`src/hdl/memsys_config.svh`:
```
/*
  Memory subsystem configuration.
  Sets the cache geometry, the backing memory depth and the memory response latency.
*/
`ifndef MEMSYS_CONFIG_SVH
`define MEMSYS_CONFIG_SVH

// Number of lines in each direct-mapped cache.
`define MEMSYS_LINES 8

// Width of one cache block and one memory word, in bits.
`define MEMSYS_BLK_BITS 128

// Depth of the backing memory in blocks, which gives a 4 KiB address space.
`define MEMSYS_MEM_BLOCKS 256

// Cycles from an accepted memory request to its response pulse.
`define MEMSYS_MEM_LATENCY 3

`endif
```
`src/hdl/memsys_bus_pkg.sv`:
```
/*
  Bus and controller encodings of the memory subsystem.
  Access sizes, arbiter grant states and cache controller states.
*/
`default_nettype none

package memsys_bus_pkg;

  // Access size of a request. SIZE_NONE marks a plain block read.
  typedef enum logic [1:0] {
    SIZE_NONE,
    SIZE_BYTE,
    SIZE_HALF,
    SIZE_WORD
  } size_e;

  // Which cache currently owns the memory port.
  typedef enum logic [1:0] {
    GRANT_IDLE,
    GRANT_ICACHE,
    GRANT_DCACHE
  } grant_e;

  // Both caches either serve from their arrays or wait on memory.
  typedef enum logic {
    CACHE_READY,
    CACHE_REFILL
  } cache_state_e;

endpackage

`default_nettype wire

```
`src/hdl/memsys_types_pkg.sv`:
```
/*
  Data types of the memory subsystem.
  Widths for addresses, words, blocks, byte masks and the cache address split.
*/
`default_nettype none
`include "memsys_config.svh"

package memsys_types_pkg;

  // Address split of a cache lookup: tag, line index, byte offset in the block.
  localparam int unsigned OFF_BITS = $clog2(`MEMSYS_BLK_BITS / 8);
  localparam int unsigned IDX_BITS = $clog2(`MEMSYS_LINES);
  localparam int unsigned TAG_BITS = 32 - IDX_BITS - OFF_BITS;

  typedef logic [31:0]                   addr_t;
  typedef logic [31:0]                   word_t;
  typedef logic [`MEMSYS_BLK_BITS-1:0]   blk_t;
  // One bit per byte of a block.
  typedef logic [`MEMSYS_BLK_BITS/8-1:0] bmask_t;
  typedef logic [IDX_BITS-1:0]           line_idx_t;
  typedef logic [TAG_BITS-1:0]           tag_t;

endpackage

`default_nettype wire

```
`src/hdl/cache_mem_if.sv`:
```
/*
  Link between one cache and the memory arbiter.
  The cache pulses a request, the arbiter pulses the response with the block.
*/
`default_nettype none

interface cache_mem_if;

  logic                     req_valid;
  memsys_types_pkg::addr_t  req_addr;
  memsys_bus_pkg::size_e    req_size;
  // Store data already sits in its byte lane of the block.
  memsys_types_pkg::blk_t   req_wdata;
  logic                     res_valid;
  memsys_types_pkg::blk_t   res_blk;

  modport cache (
    output req_valid, req_addr, req_size, req_wdata,
    input  res_valid, res_blk
  );

  modport arbiter (
    input  req_valid, req_addr, req_size, req_wdata,
    output res_valid, res_blk
  );

endinterface

`default_nettype wire

```
`src/hdl/icache_fetch.sv`:
```
/*
  Instruction cache.
  Direct-mapped and read-only; serves 32-bit fetches and fills whole blocks on a miss.
*/
`default_nettype none
`include "memsys_config.svh"

module icache_fetch (
  input  wire logic                     clk_i,
  input  wire logic                     rst_ni,
  input  wire logic                     fetch_req_i,
  input  wire memsys_types_pkg::addr_t  fetch_addr_i,
  output      logic                     fetch_valid_o,
  output      memsys_types_pkg::word_t  fetch_instr_o,
  cache_mem_if.cache                    mem_o
);

  logic [`MEMSYS_LINES-1:0]    valid_q;
  memsys_types_pkg::tag_t      tags_q   [`MEMSYS_LINES];
  memsys_types_pkg::blk_t      blocks_q [`MEMSYS_LINES];
  memsys_bus_pkg::cache_state_e state_q;
  memsys_types_pkg::addr_t     miss_addr_q;
  logic                        req_valid_q;

  memsys_types_pkg::addr_t     look_addr;
  memsys_types_pkg::line_idx_t idx;
  memsys_types_pkg::tag_t      tag;
  logic                        hit;

  // While a refill is pending the arrays are indexed by the missed address.
  assign look_addr = (state_q == memsys_bus_pkg::CACHE_READY) ? fetch_addr_i : miss_addr_q;
  assign idx = look_addr[memsys_types_pkg::OFF_BITS +: memsys_types_pkg::IDX_BITS];
  assign tag = look_addr[31 -: memsys_types_pkg::TAG_BITS];
  assign hit = valid_q[idx] && (tags_q[idx] == tag);

  // Fetches are always plain block reads.
  assign mem_o.req_valid = req_valid_q;
  assign mem_o.req_addr  = miss_addr_q;
  assign mem_o.req_size  = memsys_bus_pkg::SIZE_NONE;
  assign mem_o.req_wdata = '0;

  always_ff @(posedge clk_i) begin
    if (!rst_ni) begin
      state_q       <= memsys_bus_pkg::CACHE_READY;
      valid_q       <= '0;
      req_valid_q   <= 1'b0;
      fetch_valid_o <= 1'b0;
    end else begin
      // Both pulses last a single cycle.
      req_valid_q   <= 1'b0;
      fetch_valid_o <= 1'b0;
      case (state_q)
        memsys_bus_pkg::CACHE_READY: begin
          if (fetch_req_i) begin
            if (hit) begin
              fetch_valid_o <= 1'b1;
            end else begin
              req_valid_q <= 1'b1;
              state_q     <= memsys_bus_pkg::CACHE_REFILL;
            end
          end
        end
        default: begin
          if (mem_o.res_valid) begin
            valid_q[idx]  <= 1'b1;
            fetch_valid_o <= 1'b1;
            state_q       <= memsys_bus_pkg::CACHE_READY;
          end
        end
      endcase
    end
  end

  // Arrays and payload. A hit reads the cached block, a fill forwards the new one.
  always_ff @(posedge clk_i) begin
    if (state_q == memsys_bus_pkg::CACHE_READY && fetch_req_i) begin
      miss_addr_q   <= fetch_addr_i;
      fetch_instr_o <= blocks_q[idx][{fetch_addr_i[memsys_types_pkg::OFF_BITS-1:2], 5'b0} +: 32];
    end
    if (state_q == memsys_bus_pkg::CACHE_REFILL && mem_o.res_valid) begin
      blocks_q[idx] <= mem_o.res_blk;
      tags_q[idx]   <= tag;
      fetch_instr_o <= mem_o.res_blk[{miss_addr_q[memsys_types_pkg::OFF_BITS-1:2], 5'b0} +: 32];
    end
  end

endmodule

`default_nettype wire

```
`src/flat_wrapper.sv`:
```
// flat-port wrapper written by rule: the top's interface ports become plain ports
module icache_fetch_flat 
  (clk_i, rst_ni, fetch_req_i, fetch_addr_i, fetch_valid_o, fetch_instr_o, mem_o_req_valid, mem_o_req_addr, mem_o_req_size, mem_o_req_wdata, mem_o_res_valid, mem_o_res_blk);
  cache_mem_if mem_o_i ();
  input  wire logic clk_i;
  input  wire logic rst_ni;
  input  wire logic fetch_req_i;
  input  wire memsys_types_pkg::addr_t fetch_addr_i;
  output      logic fetch_valid_o;
  output      memsys_types_pkg::word_t fetch_instr_o;
  output wire logic [$bits(mem_o_i.req_valid)-1:0] mem_o_req_valid;
  output wire logic [$bits(mem_o_i.req_addr)-1:0] mem_o_req_addr;
  output wire logic [$bits(mem_o_i.req_size)-1:0] mem_o_req_size;
  output wire logic [$bits(mem_o_i.req_wdata)-1:0] mem_o_req_wdata;
  input wire logic [$bits(mem_o_i.res_valid)-1:0] mem_o_res_valid;
  input wire logic [$bits(mem_o_i.res_blk)-1:0] mem_o_res_blk;
  assign mem_o_req_valid = mem_o_i.req_valid;
  assign mem_o_req_addr = mem_o_i.req_addr;
  assign mem_o_req_size = mem_o_i.req_size;
  assign mem_o_req_wdata = mem_o_i.req_wdata;
  assign mem_o_i.res_valid = mem_o_res_valid;
  assign mem_o_i.res_blk = mem_o_res_blk;
  icache_fetch u_core (.clk_i(clk_i), .rst_ni(rst_ni), .fetch_req_i(fetch_req_i), .fetch_addr_i(fetch_addr_i), .fetch_valid_o(fetch_valid_o), .fetch_instr_o(fetch_instr_o), .mem_o(mem_o_i));
endmodule
```
`config.mk`:
```
export PLATFORM = sky130hd
export DESIGN_NAME = icache_fetch_flat
export DESIGN_NICKNAME = d
export VERILOG_FILES = /design/src/hdl/memsys_bus_pkg.sv /design/src/hdl/memsys_types_pkg.sv /design/src/hdl/cache_mem_if.sv /design/src/hdl/icache_fetch.sv /design/src/flat_wrapper.sv
export VERILOG_INCLUDE_DIRS = /design/src /design/src/hdl
export SDC_FILE = /design/constraint.sdc
export NUM_CORES = 1
export LEC_CHECK = 0
export BUFFER_PORTS_ARGS = -buffer_cell sky130_fd_sc_hd__buf_2
export CAP_MARGIN = 20
export CORE_MARGIN = 10
export CORE_UTILIZATION = 35
export CTS_BUF_LIST = sky130_fd_sc_hd__clkbuf_4 sky130_fd_sc_hd__clkbuf_8
export CTS_CLUSTER_DIAMETER = 30
export DETAILED_ROUTE_END_ITERATION = 7
export PLACE_DENSITY = 0.54
export RECOVER_POWER = 25
export SYNTH_ARGS = -nofsm -noshare
export SYNTH_HDL_FRONTEND = slang
export SYNTH_SLANG_ARGS = --single-unit
```
`constraint.sdc`:
```
create_clock -name clk_i -period 20.9 [get_ports clk_i]
set_input_delay 5.225 -clock clk_i [delete_from_list [all_inputs] [get_ports clk_i]]
set_output_delay 5.225 -clock clk_i [all_outputs]
set_load 0.1 [all_outputs]
```
==> flow_metrics.env <==
export IMPL_finalMaxSlewViolations=0
export IMPL_wl_mm=149.8
export IMPL_firstDrtPassIters=5
export IMPL_fin_skew_ps=60.73
export IMPL_cts_hold_buf=0
export IMPL_hp_class="reg2reg"
export IMPL_cts_tree="built"
export IMPL_instances_no_fill=5731
export IMPL_maxCapViolations=0
export IMPL_wire_per_inst_um=26.14
export IMPL_cts_resized=0
export IMPL_grt_overflow_total=0
export IMPL_rsz0062_at_grt="no"
export IMPL_timing_final_crit_share_pct=42.25
export IMPL_drive_gt1_share_pct=20.17
export IMPL_synthArstFlopShare_pct=0
export IMPL_die_area_um2=163200
export IMPL_ctsRootBufferMaster="clkbuf_8"
export IMPL_max_stage_delay_ps=690
export IMPL_tns_ps=0
export IMPL_cts_made_buffers=309
export IMPL_gp_congestion=0.7298
export IMPL_cp_start_kind="primary input"
export IMPL_crit_top_cell="buf_4"
export IMPL_post_cts_buffers=0
export IMPL_synth_edf_count=1288
export IMPL_grt_pass1_vias=31492
export IMPL_htreeDepth=5
export IMPL_cts_sinks=1299
export IMPL_cp_end_kind="register"
export IMPL_clockBufferDepth=4
export IMPL_hold_viol=0
export IMPL_max_vdd_ir_drop_mv=0.06246
export IMPL_relSlewSlack_pct=20.03
export IMPL_max_freq_mhz=113.2
export IMPL_coreArea_um2=146100
export IMPL_num_vias=30704
export IMPL_die_w_um=404.0
export IMPL_die_h_um=404.0
export IMPL_setup_violations=0
export IMPL_required_ps=21600
export IMPL_arrival_ps=9530
export IMPL_pin_count=360
export IMPL_yosys_warnings=0
export IMPL_fin_crit_ps=8831
export IMPL_rows=140
export IMPL_antenna_found_initial=44
export IMPL_synth_seq_cells=1299
export IMPL_ys_flop_type="edfxtp_1"
export IMPL_netlist_area_um2=51600
export IMPL_p_leak_nw=20.33
export IMPL_drc_errors=0
export IMPL_initial_core_util_pct=35.32
export IMPL_crit_slowest_cell="buf_4"
export IMPL_place_inst=5191
export IMPL_grt_usage_pct=17.86
export IMPL_clk_latency_ps=980
export IMPL_power_density_nw_per_um2=110.8
export IMPL_netlist_instances=3204
export IMPL_numPortBuffers=229
export IMPL_ys_seq_area_share_pct=75.38
export IMPL_hpwl_mm=76.72
export IMPL_critPathMaxFanout=94
export IMPL_path_cells="clkbuf_1 -> mux2_8 -> buf_4 -> buf_4 -> buf_4 -> mux2i_1 -> o21ai_0 -> a2111oi_0 -> nor3_1 -> a21oi_1 -> o21ai_0"
export IMPL_crit_type="in2reg"
export IMPL_drtIter0Drc=2616
export IMPL_status="finished, final reports clean"
export IMPL_syn2layout_area_growth_pct=17.72
export IMPL_worst_slew_pin_slew_ps=1200
export IMPL_clkSlewWorstSetupHoldPaths_ps=50
export IMPL_ant_nets=0
export IMPL_grt_pass1_wl_mm=217.1
export IMPL_viasPerCell=5.358
export IMPL_grt_max_degree=133
export IMPL_yosysUniqueCellTypes=63
export IMPL_avgSynthCellArea_um2=16.10
export IMPL_finalNetCount=3749
## worst max-delay path, delay by kind of cell
kind | cells | cell delay [ps]
AOI/OAI and AO/OA | 4 | 1000
buffers and inverters | 4 | 2060
muxes | 2 | 930
and+or+nand+nor | 1 | 120
## state kept, by name, indices dropped and copies added, names as in the netlist
| name | flops |
|---|---|
| u_core.fetch_instr_o | 32 |
| u_core.tags_q | 200 |
| u_core.fetch_valid_o | 1 |
| u_core.mem_o.req_addr | 32 |
| u_core.state_q | 1 |
| u_core.blocks_q | 1024 |
| u_core.valid_q | 8 |
| u_core.mem_o.req_valid | 1 |
## through the flow
stage	hold slack (ps)	total power [mW]	setup slack [ps]	util [%]	instance area, um2
after floorplan	440.6	3.483	3260	-	52080
after global placement	447.4	3.661	11200	37.20	54340
after detailed placement	452.8	3.664	11210	37.20	54340
after CTS	463.5	6.799	12300	41.65	60850
after global routing	479.9	6.982	11900	41.57	60730
final	466.3	6.729	12070	41.58	60740
## Yosys cell counts (19+ instances only)
cell / count / area share [%]
edfxtp_1: 1288 / 75
nand2_1: 354 / 2.6
a21oi_1: 159 / 1.5
mux2i_1: 159 / 3.1
o21ai_0: 147 / 1.4
buf_4: 134 / 1.9
buf_2: 109 / 1.1
a22oi_1: 95 / 1.4
a221oi_1: 92 / 1.6
clkbuf_1: 74 / 0.54
nand3_1: 72 / 0.70
a221o_1: 53 / 1.0
nor2_1: 47 / 0.34
mux4_2: 41 / 1.8
a32oi_1: 38 / 0.65
o22ai_1: 38 / 0.46
mux2_2: 36 / 0.79
a222oi_1: 27 / 0.52
buf_1: 22 / 0.16
nor3_1: 20 / 0.19
o211ai_1: 19 / 0.28
## logic make-up after synthesis
kind of cell / count (synthesis) / synth area share, %
buffers and inverters: 350 / 3.916
other: 1 / 0.007268
AO/OA/AOI/OAI: 757 / 10.22
multiplexers: 238 / 5.732
AND/OR/NAND/NOR: 553 / 4.634
flip-flops: 1299 / 75.38
XOR/XNOR: 6 / 0.1018
## cells in the final DEF (no fill, tap or decap), types with 9 or more instances in the layout
cell type and n:
a22oi_1 95, a32oi_1 38, nand2_1 353, clkbuf_4 47, clkbuf_8 325, nand4_1 9
buf_12 10, mux2_2 34, nand3_1 72, dfxtp_1 10, edfxtp_1 1288, buf_4 52
conb_1 130, clkinv_1 46, buf_2 118, a221oi_1 92, nor3_1 15, mux4_2 41
a221o_1 53, a21o_1 10, bufinv_16 35, clkinv_4 10, a222oi_1 27, a311oi_1 15
and3_1 15, a21oi_1 159, clkinvlp_4 18, mux2i_1 157, o211ai_1 19, diode_2 12
o21ai_0 147, nor2_1 41, clkinv_2 47, o22ai_1 38, o21a_1 9, clkbuf_1 109
## path summary, 6_finish.rpt
path	slack, ps	startpoint	endpoint	depth (start not counted)
worst max-delay path	12070	fetch_addr_i[4]	u_core.fetch_instr_o[21]$_DFFE_PP_	11
worst min register to register	470	u_core.valid_q[7]$_SDFFE_PN0P_	u_core.valid_q[7]$_SDFFE_PN0P_	1
worst min-delay path	470	u_core.valid_q[7]$_SDFFE_PN0P_	u_core.valid_q[7]$_SDFFE_PN0P_	1
worst max register to register	15980	u_core.mem_o.req_addr[4]$_DFFE_PP_	u_core.fetch_instr_o[21]$_DFFE_PP_	11
## metal layers
metal  GRT usage, %  part of all wire [%]
met5              0                  0.17
met4          5.132                   1.9
met3          5.148                   8.2
met2          29.56                    48
met1          22.73                    42
## power by group
group          total, mW  internal [mW]  switching [mW]  leakage, nW
clock               3.12           1.95            1.17         3.35
combinational      0.674          0.153           0.521         5.24
sequential          2.93           2.92          0.0156         11.7
total               6.73           5.02            1.70         20.3
## area by class of cell
| class | instances | area, um2 |
|---|---|---|
| fillers | 13230 | 85350 |
| flip-flops and latches | 1299 | 38900 |
| multi-input cells | 1684 | 11310 |
| clock buffers | 372 | 4826 |
| well taps | 1917 | 2399 |
| clock inverters | 156 | 1682 |
| repair buffers | 289 | 1590 |
| diodes | 12 | 30.03 |
| inverters | 2 | 7.507 |
(Power assumes the default switching activity.)
