===== config.mk =====
export PLATFORM = sky130hd
export DESIGN_NAME = dcache_access_flat
export DESIGN_NICKNAME = d
export VERILOG_FILES = /design/src/hdl/memsys_bus_pkg.sv /design/src/hdl/memsys_types_pkg.sv /design/src/hdl/cache_mem_if.sv /design/src/hdl/dcache_access.sv /design/src/flat_wrapper.sv
export VERILOG_INCLUDE_DIRS = /design/src /design/src/hdl
export SDC_FILE = /design/constraint.sdc
export NUM_CORES = 2
export LEC_CHECK = 0
export BUFFER_PORTS_ARGS = -buffer_cell sky130_fd_sc_hd__buf_2
export CAP_MARGIN = 10
export CORE_MARGIN = 3
export CORE_UTILIZATION = 48
export DETAILED_ROUTE_END_ITERATION = 7
export GPL_TIMING_DRIVEN = 0
export PLACE_DENSITY = 0.65
export SLEW_MARGIN = 10
export SYNTH_ARGS = -nofsm -noshare
export SYNTH_HDL_FRONTEND = slang
export SYNTH_SLANG_ARGS = --single-unit

===== constraint.sdc =====
create_clock -name clk_i -period 14.5 [get_ports clk_i]
set_clock_uncertainty 0.2 [all_clocks]
set_input_delay 3.625 -clock clk_i [delete_from_list [all_inputs] [get_ports clk_i]]
set_output_delay 3.625 -clock clk_i [all_outputs]
set_load 0.005 [all_outputs]

===== src/hdl/memsys_config.svh =====
/*
  Memory subsystem configuration.
  Sets the cache geometry, the backing memory depth and the memory response latency.
*/
`ifndef MEMSYS_CONFIG_SVH
`define MEMSYS_CONFIG_SVH

// Number of lines in each direct-mapped cache.
`define MEMSYS_LINES 8

// Width of one cache block and one memory word, in bits.
`define MEMSYS_BLK_BITS 128

// Depth of the backing memory in blocks, which gives a 4 KiB address space.
`define MEMSYS_MEM_BLOCKS 256

// Cycles from an accepted memory request to its response pulse.
`define MEMSYS_MEM_LATENCY 3

`endif

===== src/hdl/memsys_bus_pkg.sv =====
/*
  Bus and controller encodings of the memory subsystem.
  Access sizes, arbiter grant states and cache controller states.
*/
`default_nettype none

package memsys_bus_pkg;

  // Access size of a request. SIZE_NONE marks a plain block read.
  typedef enum logic [1:0] {
    SIZE_NONE,
    SIZE_BYTE,
    SIZE_HALF,
    SIZE_WORD
  } size_e;

  // Which cache currently owns the memory port.
  typedef enum logic [1:0] {
    GRANT_IDLE,
    GRANT_ICACHE,
    GRANT_DCACHE
  } grant_e;

  // Both caches either serve from their arrays or wait on memory.
  typedef enum logic {
    CACHE_READY,
    CACHE_REFILL
  } cache_state_e;

endpackage

`default_nettype wire


===== src/hdl/memsys_types_pkg.sv =====
/*
  Data types of the memory subsystem.
  Widths for addresses, words, blocks, byte masks and the cache address split.
*/
`default_nettype none
`include "memsys_config.svh"

package memsys_types_pkg;

  // Address split of a cache lookup: tag, line index, byte offset in the block.
  localparam int unsigned OFF_BITS = $clog2(`MEMSYS_BLK_BITS / 8);
  localparam int unsigned IDX_BITS = $clog2(`MEMSYS_LINES);
  localparam int unsigned TAG_BITS = 32 - IDX_BITS - OFF_BITS;

  typedef logic [31:0]                   addr_t;
  typedef logic [31:0]                   word_t;
  typedef logic [`MEMSYS_BLK_BITS-1:0]   blk_t;
  // One bit per byte of a block.
  typedef logic [`MEMSYS_BLK_BITS/8-1:0] bmask_t;
  typedef logic [IDX_BITS-1:0]           line_idx_t;
  typedef logic [TAG_BITS-1:0]           tag_t;

endpackage

`default_nettype wire


===== src/hdl/cache_mem_if.sv =====
/*
  Link between one cache and the memory arbiter.
  The cache pulses a request, the arbiter pulses the response with the block.
*/
`default_nettype none

interface cache_mem_if;

  logic                     req_valid;
  memsys_types_pkg::addr_t  req_addr;
  memsys_bus_pkg::size_e    req_size;
  // Store data already sits in its byte lane of the block.
  memsys_types_pkg::blk_t   req_wdata;
  logic                     res_valid;
  memsys_types_pkg::blk_t   res_blk;

  modport cache (
    output req_valid, req_addr, req_size, req_wdata,
    input  res_valid, res_blk
  );

  modport arbiter (
    input  req_valid, req_addr, req_size, req_wdata,
    output res_valid, res_blk
  );

endinterface

`default_nettype wire


===== src/hdl/dcache_access.sv =====
/*
  Data cache.
  Direct-mapped and write-through. Read misses allocate a line, stores always go to
  memory and update the line only when they hit.
*/
`default_nettype none
`include "memsys_config.svh"

module dcache_access (
  input  wire logic                     clk_i,
  input  wire logic                     rst_ni,
  input  wire logic                     data_req_i,
  input  wire logic                     data_we_i,
  input  wire memsys_bus_pkg::size_e    data_size_i,
  input  wire memsys_types_pkg::addr_t  data_addr_i,
  input  wire memsys_types_pkg::word_t  data_wdata_i,
  output      logic                     data_valid_o,
  output      memsys_types_pkg::word_t  data_rdata_o,
  cache_mem_if.cache                    mem_o
);

  logic [`MEMSYS_LINES-1:0]     valid_q;
  memsys_types_pkg::tag_t       tags_q   [`MEMSYS_LINES];
  memsys_types_pkg::blk_t       blocks_q [`MEMSYS_LINES];
  memsys_bus_pkg::cache_state_e state_q;
  memsys_types_pkg::addr_t      addr_q;
  logic                         we_q;
  memsys_bus_pkg::size_e        size_q;
  memsys_types_pkg::blk_t       lane_q;
  logic                         req_valid_q;

  memsys_types_pkg::addr_t      look_addr;
  memsys_types_pkg::line_idx_t  idx;
  memsys_types_pkg::tag_t       tag;
  logic                         hit;
  memsys_types_pkg::blk_t       lane;

  // Picks the addressed item out of a block and zero-extends it to a word.
  function automatic memsys_types_pkg::word_t load_value(memsys_types_pkg::blk_t blk,
      memsys_types_pkg::addr_t a, memsys_bus_pkg::size_e s);
    memsys_types_pkg::word_t w;
    w = blk[{a[memsys_types_pkg::OFF_BITS-1:2], 5'b0} +: 32];
    case (s)
      memsys_bus_pkg::SIZE_BYTE: return {24'b0, w[{a[1:0], 3'b0} +: 8]};
      memsys_bus_pkg::SIZE_HALF: return {16'b0, w[{a[1], 4'b0} +: 16]};
      default:                   return w;
    endcase
  endfunction

  // Copies the stored bytes from their lanes into the cached block.
  function automatic memsys_types_pkg::blk_t store_merge(memsys_types_pkg::blk_t old_blk,
      memsys_types_pkg::blk_t lane_blk, memsys_types_pkg::addr_t a, memsys_bus_pkg::size_e s);
    memsys_types_pkg::blk_t merged;
    logic [memsys_types_pkg::OFF_BITS+2:0] base;
    merged = old_blk;
    base   = {a[memsys_types_pkg::OFF_BITS-1:0], 3'b0};
    case (s)
      memsys_bus_pkg::SIZE_BYTE: merged[base +: 8]  = lane_blk[base +: 8];
      memsys_bus_pkg::SIZE_HALF: merged[base +: 16] = lane_blk[base +: 16];
      memsys_bus_pkg::SIZE_WORD: merged[base +: 32] = lane_blk[base +: 32];
      default:                   merged = old_blk;
    endcase
    return merged;
  endfunction

  // The pending request owns the lookup until memory answers.
  assign look_addr = (state_q == memsys_bus_pkg::CACHE_READY) ? data_addr_i : addr_q;
  assign idx = look_addr[memsys_types_pkg::OFF_BITS +: memsys_types_pkg::IDX_BITS];
  assign tag = look_addr[31 -: memsys_types_pkg::TAG_BITS];
  assign hit = valid_q[idx] && (tags_q[idx] == tag);

  // Store data is replicated so that every lane carries it.
  always_comb begin
    case (data_size_i)
      memsys_bus_pkg::SIZE_BYTE: lane = {(`MEMSYS_BLK_BITS/8){data_wdata_i[7:0]}};
      memsys_bus_pkg::SIZE_HALF: lane = {(`MEMSYS_BLK_BITS/16){data_wdata_i[15:0]}};
      default:                   lane = {(`MEMSYS_BLK_BITS/32){data_wdata_i}};
    endcase
  end

  assign mem_o.req_valid = req_valid_q;
  assign mem_o.req_addr  = addr_q;
  assign mem_o.req_size  = we_q ? size_q : memsys_bus_pkg::SIZE_NONE;
  assign mem_o.req_wdata = lane_q;

  always_ff @(posedge clk_i) begin
    if (!rst_ni) begin
      state_q      <= memsys_bus_pkg::CACHE_READY;
      valid_q      <= '0;
      req_valid_q  <= 1'b0;
      data_valid_o <= 1'b0;
    end else begin
      req_valid_q  <= 1'b0;
      data_valid_o <= 1'b0;
      case (state_q)
        memsys_bus_pkg::CACHE_READY: begin
          // Only a load hit answers at once; stores and misses go to memory.
          if (data_req_i) begin
            if (!data_we_i && hit) begin
              data_valid_o <= 1'b1;
            end else begin
              req_valid_q <= 1'b1;
              state_q     <= memsys_bus_pkg::CACHE_REFILL;
            end
          end
        end
        default: begin
          if (mem_o.res_valid) begin
            if (!we_q) valid_q[idx] <= 1'b1;
            data_valid_o <= 1'b1;
            state_q      <= memsys_bus_pkg::CACHE_READY;
          end
        end
      endcase
    end
  end

  // Arrays and payload registers.
  always_ff @(posedge clk_i) begin
    if (state_q == memsys_bus_pkg::CACHE_READY && data_req_i) begin
      addr_q       <= data_addr_i;
      we_q         <= data_we_i;
      size_q       <= data_size_i;
      lane_q       <= lane;
      data_rdata_o <= load_value(blocks_q[idx], data_addr_i, data_size_i);
    end
    if (state_q == memsys_bus_pkg::CACHE_REFILL && mem_o.res_valid) begin
      if (!we_q) begin
        blocks_q[idx] <= mem_o.res_blk;
        tags_q[idx]   <= tag;
        data_rdata_o  <= load_value(mem_o.res_blk, addr_q, size_q);
      end else begin
        // A store miss leaves the arrays alone.
        if (hit) blocks_q[idx] <= store_merge(blocks_q[idx], lane_q, addr_q, size_q);
        data_rdata_o <= '0;
      end
    end
  end

endmodule

`default_nettype wire


===== src/flat_wrapper.sv =====
// flat-port wrapper written by rule: the top's interface ports become plain ports
module dcache_access_flat 
  (clk_i, rst_ni, data_req_i, data_we_i, data_size_i, data_addr_i, data_wdata_i, data_valid_o, data_rdata_o, mem_o_req_valid, mem_o_req_addr, mem_o_req_size, mem_o_req_wdata, mem_o_res_valid, mem_o_res_blk);
  cache_mem_if mem_o_i ();
  input  wire logic clk_i;
  input  wire logic rst_ni;
  input  wire logic data_req_i;
  input  wire logic data_we_i;
  input  wire memsys_bus_pkg::size_e data_size_i;
  input  wire memsys_types_pkg::addr_t data_addr_i;
  input  wire memsys_types_pkg::word_t data_wdata_i;
  output      logic data_valid_o;
  output      memsys_types_pkg::word_t data_rdata_o;
  output wire logic [$bits(mem_o_i.req_valid)-1:0] mem_o_req_valid;
  output wire logic [$bits(mem_o_i.req_addr)-1:0] mem_o_req_addr;
  output wire logic [$bits(mem_o_i.req_size)-1:0] mem_o_req_size;
  output wire logic [$bits(mem_o_i.req_wdata)-1:0] mem_o_req_wdata;
  input wire logic [$bits(mem_o_i.res_valid)-1:0] mem_o_res_valid;
  input wire logic [$bits(mem_o_i.res_blk)-1:0] mem_o_res_blk;
  assign mem_o_req_valid = mem_o_i.req_valid;
  assign mem_o_req_addr = mem_o_i.req_addr;
  assign mem_o_req_size = mem_o_i.req_size;
  assign mem_o_req_wdata = mem_o_i.req_wdata;
  assign mem_o_i.res_valid = mem_o_res_valid;
  assign mem_o_i.res_blk = mem_o_res_blk;
  dcache_access u_core (.clk_i(clk_i), .rst_ni(rst_ni), .data_req_i(data_req_i), .data_we_i(data_we_i), .data_size_i(data_size_i), .data_addr_i(data_addr_i), .data_wdata_i(data_wdata_i), .data_valid_o(data_valid_o), .data_rdata_o(data_rdata_o), .mem_o(mem_o_i));
endmodule

==> flow_summary.toml <==
[status]
outcome = "finished with violations"
failed_checks = "design-rule violations, max-slew violations"

[clock_network]
cts_sinks = 1334
numCtsBuffers = 137
cts-htree-levels = 4
clk_path_buf_depth = 3
clock_latency_ns = 0.81
ctsRootBufferMaster = "clkbuf_16"
ctsHoldBuffers = 0
post_cts_buffers = 0
cts_tree = "done"
cts_resized = 0
clkTransAtPathRegs_ns = 0.06

[detailed_routing]
antenna_left = 0
routedWlPerCell_um = 47.1
drc = 9
vias = 53400
drt_iter0_markers = 10800
routed_wl_um = 342000
drtPass1Iterations = 8
vias_per_cell = 7.36

[synth]
synth_nets = 4975
synth_edf_count = 1323
syn_avg_cell_area_um2 = 13.3
yosysMostFrequentCell = "edfxtp_1"
yosys.area_share.simple = 0.0684
netlist_area_um2 = 63300
synth_top_family_by_area = "compound AO/OA/AOI/OAI gates"
yosys-top-cells-count = "edfxtp_1 (1323), nand2_1 (500), a21oi_1 (298)"
synth_top_area_share = 0.628
ys_types = 92
synth_xor_area_frac = 0.00277
synth_area_leaders = "edfxtp_1 (63%), mux2_2 (3.5%), nand2_1 (3.0%)"
synth_seq_cells = 1334
ys_warn_count = 0
ys.flop_type = "edfxtp_1"
synthArstFlopShare = 0
yosysSeqAreaShare = 0.631
synth_top_area_cell = "edfxtp_1"
synth_compound_area_frac = 0.162
synth-adder-area-share = 0.00217
muxShareOfSynthArea = 0.0970
synthCells = 4765

[timing]
hold_slack_ns = 0.270
setup_viol_count_final = 0
hold_viol = 0
fmax_mhz = 98.0
min_period_over_period = 0.704
layout_setup_ws_ns = 4.29
rsz0062_at_grt = "no"
fin_crit_ns = 10.21
tns_ns = 0
worst_slew_pin_slew_ns = 1.59
maxSlewViolCount = 2
slew-limit-headroom = -0.0619

[critical_path]
crit_path_max_fanout = 17
cp-start-kind = "primary input"
required_ns = 14.81
worst-r2r-setup-slack_ns = 6.07
worstPathArrival_ns = 10.51
rr_worst_depth = 16
rr_endpoint = "u_core.blocks_q[4][9]"
r2r-start = "u_core.mem_o.req_addr[2]"
end_kind = "register"
critPathKind = "in2reg"

[min_path]
hp-class = "reg2reg"
worstHoldEndpoint = "u_core.valid_q[0]"
min_delay_path_depth = 1
min-delay-start = "u_core.valid_q[0]"

[grt]
antenna_found_initial = 30
grt_use_met3 = 0.223
grt_pass1_vias = 48400
grt_max_degree = 33
use_met2 = 0.672
grt_pass1_wl_um = 447000
grt_busiest_layer = "met2"
met1_usage = 0.628
grt-ovfl-total = 0
grt_usage = 0.492

[placement]
place_inst = 6994
place_ws_ns = 3.98
finalWeightedCongestion = 1.08
dp_hpwl_um = 260000
io_buffers = 394

[pwr]
powerDensity_nw_per_um2 = 131
power_switching_w = 0.00308
p_comb_frac = 0.205
pwr-share-seq = 0.447
switching_share = 0.317
clkPwrFrac = 0.348
intPower_w = 0.00663
p_leak_nw = 25.2
vdd_ir_drop_max_mv = 0.126

[floorplan]
die_w_um = 369
dieArea_um2 = 136000
io_pins = 395
die_h_um = 369
core_um2 = 130000
start_util = 0.486
rows = 132

[layout]
drive_gt1_frac = 0.229
utilization = 0.569
nets = 5604
fin_cells = 7261
syn2layout_area_growth_pct = 16.9

[flow_run]
cap_violations = 0
## how the worst max path moves through the flow
stage / startpoint / to / slack (ns) / depth (start not counted)
2_1_floorplan: data_addr_i[6] / u_core.blocks_q[5][0] / 0.97 / 13
6_report: data_addr_i[4] / u_core.blocks_q[5][33] / 4.29 / 18
4_1_cts: data_addr_i[4] / u_core.blocks_q[5][98] / 4.79 / 18
3_5_place_dp: data_addr_i[4] / u_core.blocks_q[5][33] / 3.98 / 18
3_3_place_gp: data_addr_i[5] / u_core.blocks_q[4][2] / -8.18 / 15
5_1_grt: data_addr_i[4] / u_core.blocks_q[5][100] / 4.20 / 18
## kinds of logic after synthesis
group | Yosys count
compound gates | 1461
xor+xnor | 20
fa+ha+maj | 11
buf+inv | 484
flops | 1334
mux | 480
simple gates | 975
## power by group through the flow
stage / combinational (W) / clock, W / sequential [W]
floorplan: 0.000844 / 0 / 0.00441
finish: 0.00199 / 0.00338 / 0.00434
detailed placement: 0.00183 / 0 / 0.00442
global placement: 0.00180 / 0 / 0.00443
global route: 0.00195 / 0.00350 / 0.00434
CTS: 0.00184 / 0.00336 / 0.00434
## layout by cell type, fill, tap and decap left out, types with 26 or more instances in the layout
cell / Yosys / routed
edfxtp_1: 1323 / 1323
nand2_1: 500 / 500
buf_2: 71 / 477
a21oi_1: 298 / 290
clkbuf_1: 221 / 236
o21ai_0: 222 / 222
a22oi_1: 213 / 213
nor2_1: 210 / 199
mux2_2: 196 / 196
mux2i_1: 179 / 175
clkbuf_16: 0 / 138
o22ai_1: 136 / 134
buf_4: 101 / 108
a222oi_1: 88 / 88
mux4_2: 75 / 75
a221oi_1: 69 / 67
a22o_1: 61 / 61
o221ai_1: 59 / 59
nand3_1: 45 / 45
buf_1: 48 / 38
clkinv_1: 3 / 38
and3_1: 37 / 37
buf_16: 0 / 37
buf_12: 0 / 36
inv_1: 32 / 32
o211ai_1: 31 / 31
and2_1: 29 / 29
mux2_4: 29 / 29
nor3_1: 33 / 29
diode_2: 0 / 27
a211oi_1: 27 / 26
## area by class of cell
| class | count | area (um^2) |
|---|---|---|
| Sequential cell | 1334 | 39900 |
| Inverter | 36 | 135 |
| Buffer | 448 | 2240 |
| Clock buffer | 172 | 3580 |
| Fill cell | 10700 | 56100 |
| Clock inverter | 65 | 573 |
| Antenna cell | 27 | 67.6 |
| Tap cell | 1742 | 2180 |
| Timing Repair Buffer | 490 | 3940 |
| Multi-Input combinational cell | 2947 | 21400 |
## state kept, by name, summed over array words and instances (netlist names), 2 cells and up
| name | cells |
|---|---|
| u_core.mem_o.req_wdata | 32 |
| u_core.tags_q | 200 |
| u_core.blocks_q | 1024 |
| u_core.data_rdata_o | 32 |
| u_core.mem_o.req_addr | 32 |
| u_core.valid_q | 8 |
| u_core.size_q | 2 |
## metrics by stage
| stage | instance area, um^2 | total power (W) |
|---|---|---|
| CTS | 73900 | 0.00954 |
| global placement | 67500 | 0.00623 |
| floorplan | 63300 | 0.00526 |
| finish | 74000 | 0.00971 |
| global route | 74000 | 0.00980 |
| detailed placement | 69700 | 0.00625 |
## critical path: stages
cell	delay [ns]
buf_2	0.15
mux2i_1	0.88
nor2_1	0.63
a32o_1	0.42
o31a_1	0.30
nor4_1	0.74
nand4_1	0.51
nor3_1	0.30
nand3_1	0.27
buf_2	0.28
buf_6	0.19
buf_2	0.34
a21oi_4	0.78
buf_16	0.26
buf_12	0.21
buf_16	0.20
buf_16	0.17
buf_16	0.15
## layer usage
layer,wire length (um),up-vias,share of wire
li1,-,20300,-
met1,121000,26800,0.35
met2,137000,5270,0.40
met3,56100,1057,0.16
met4,27300,26,0.080
met5,497,-,0.0015
Note: power is estimated with default switching activity, not from simulation.
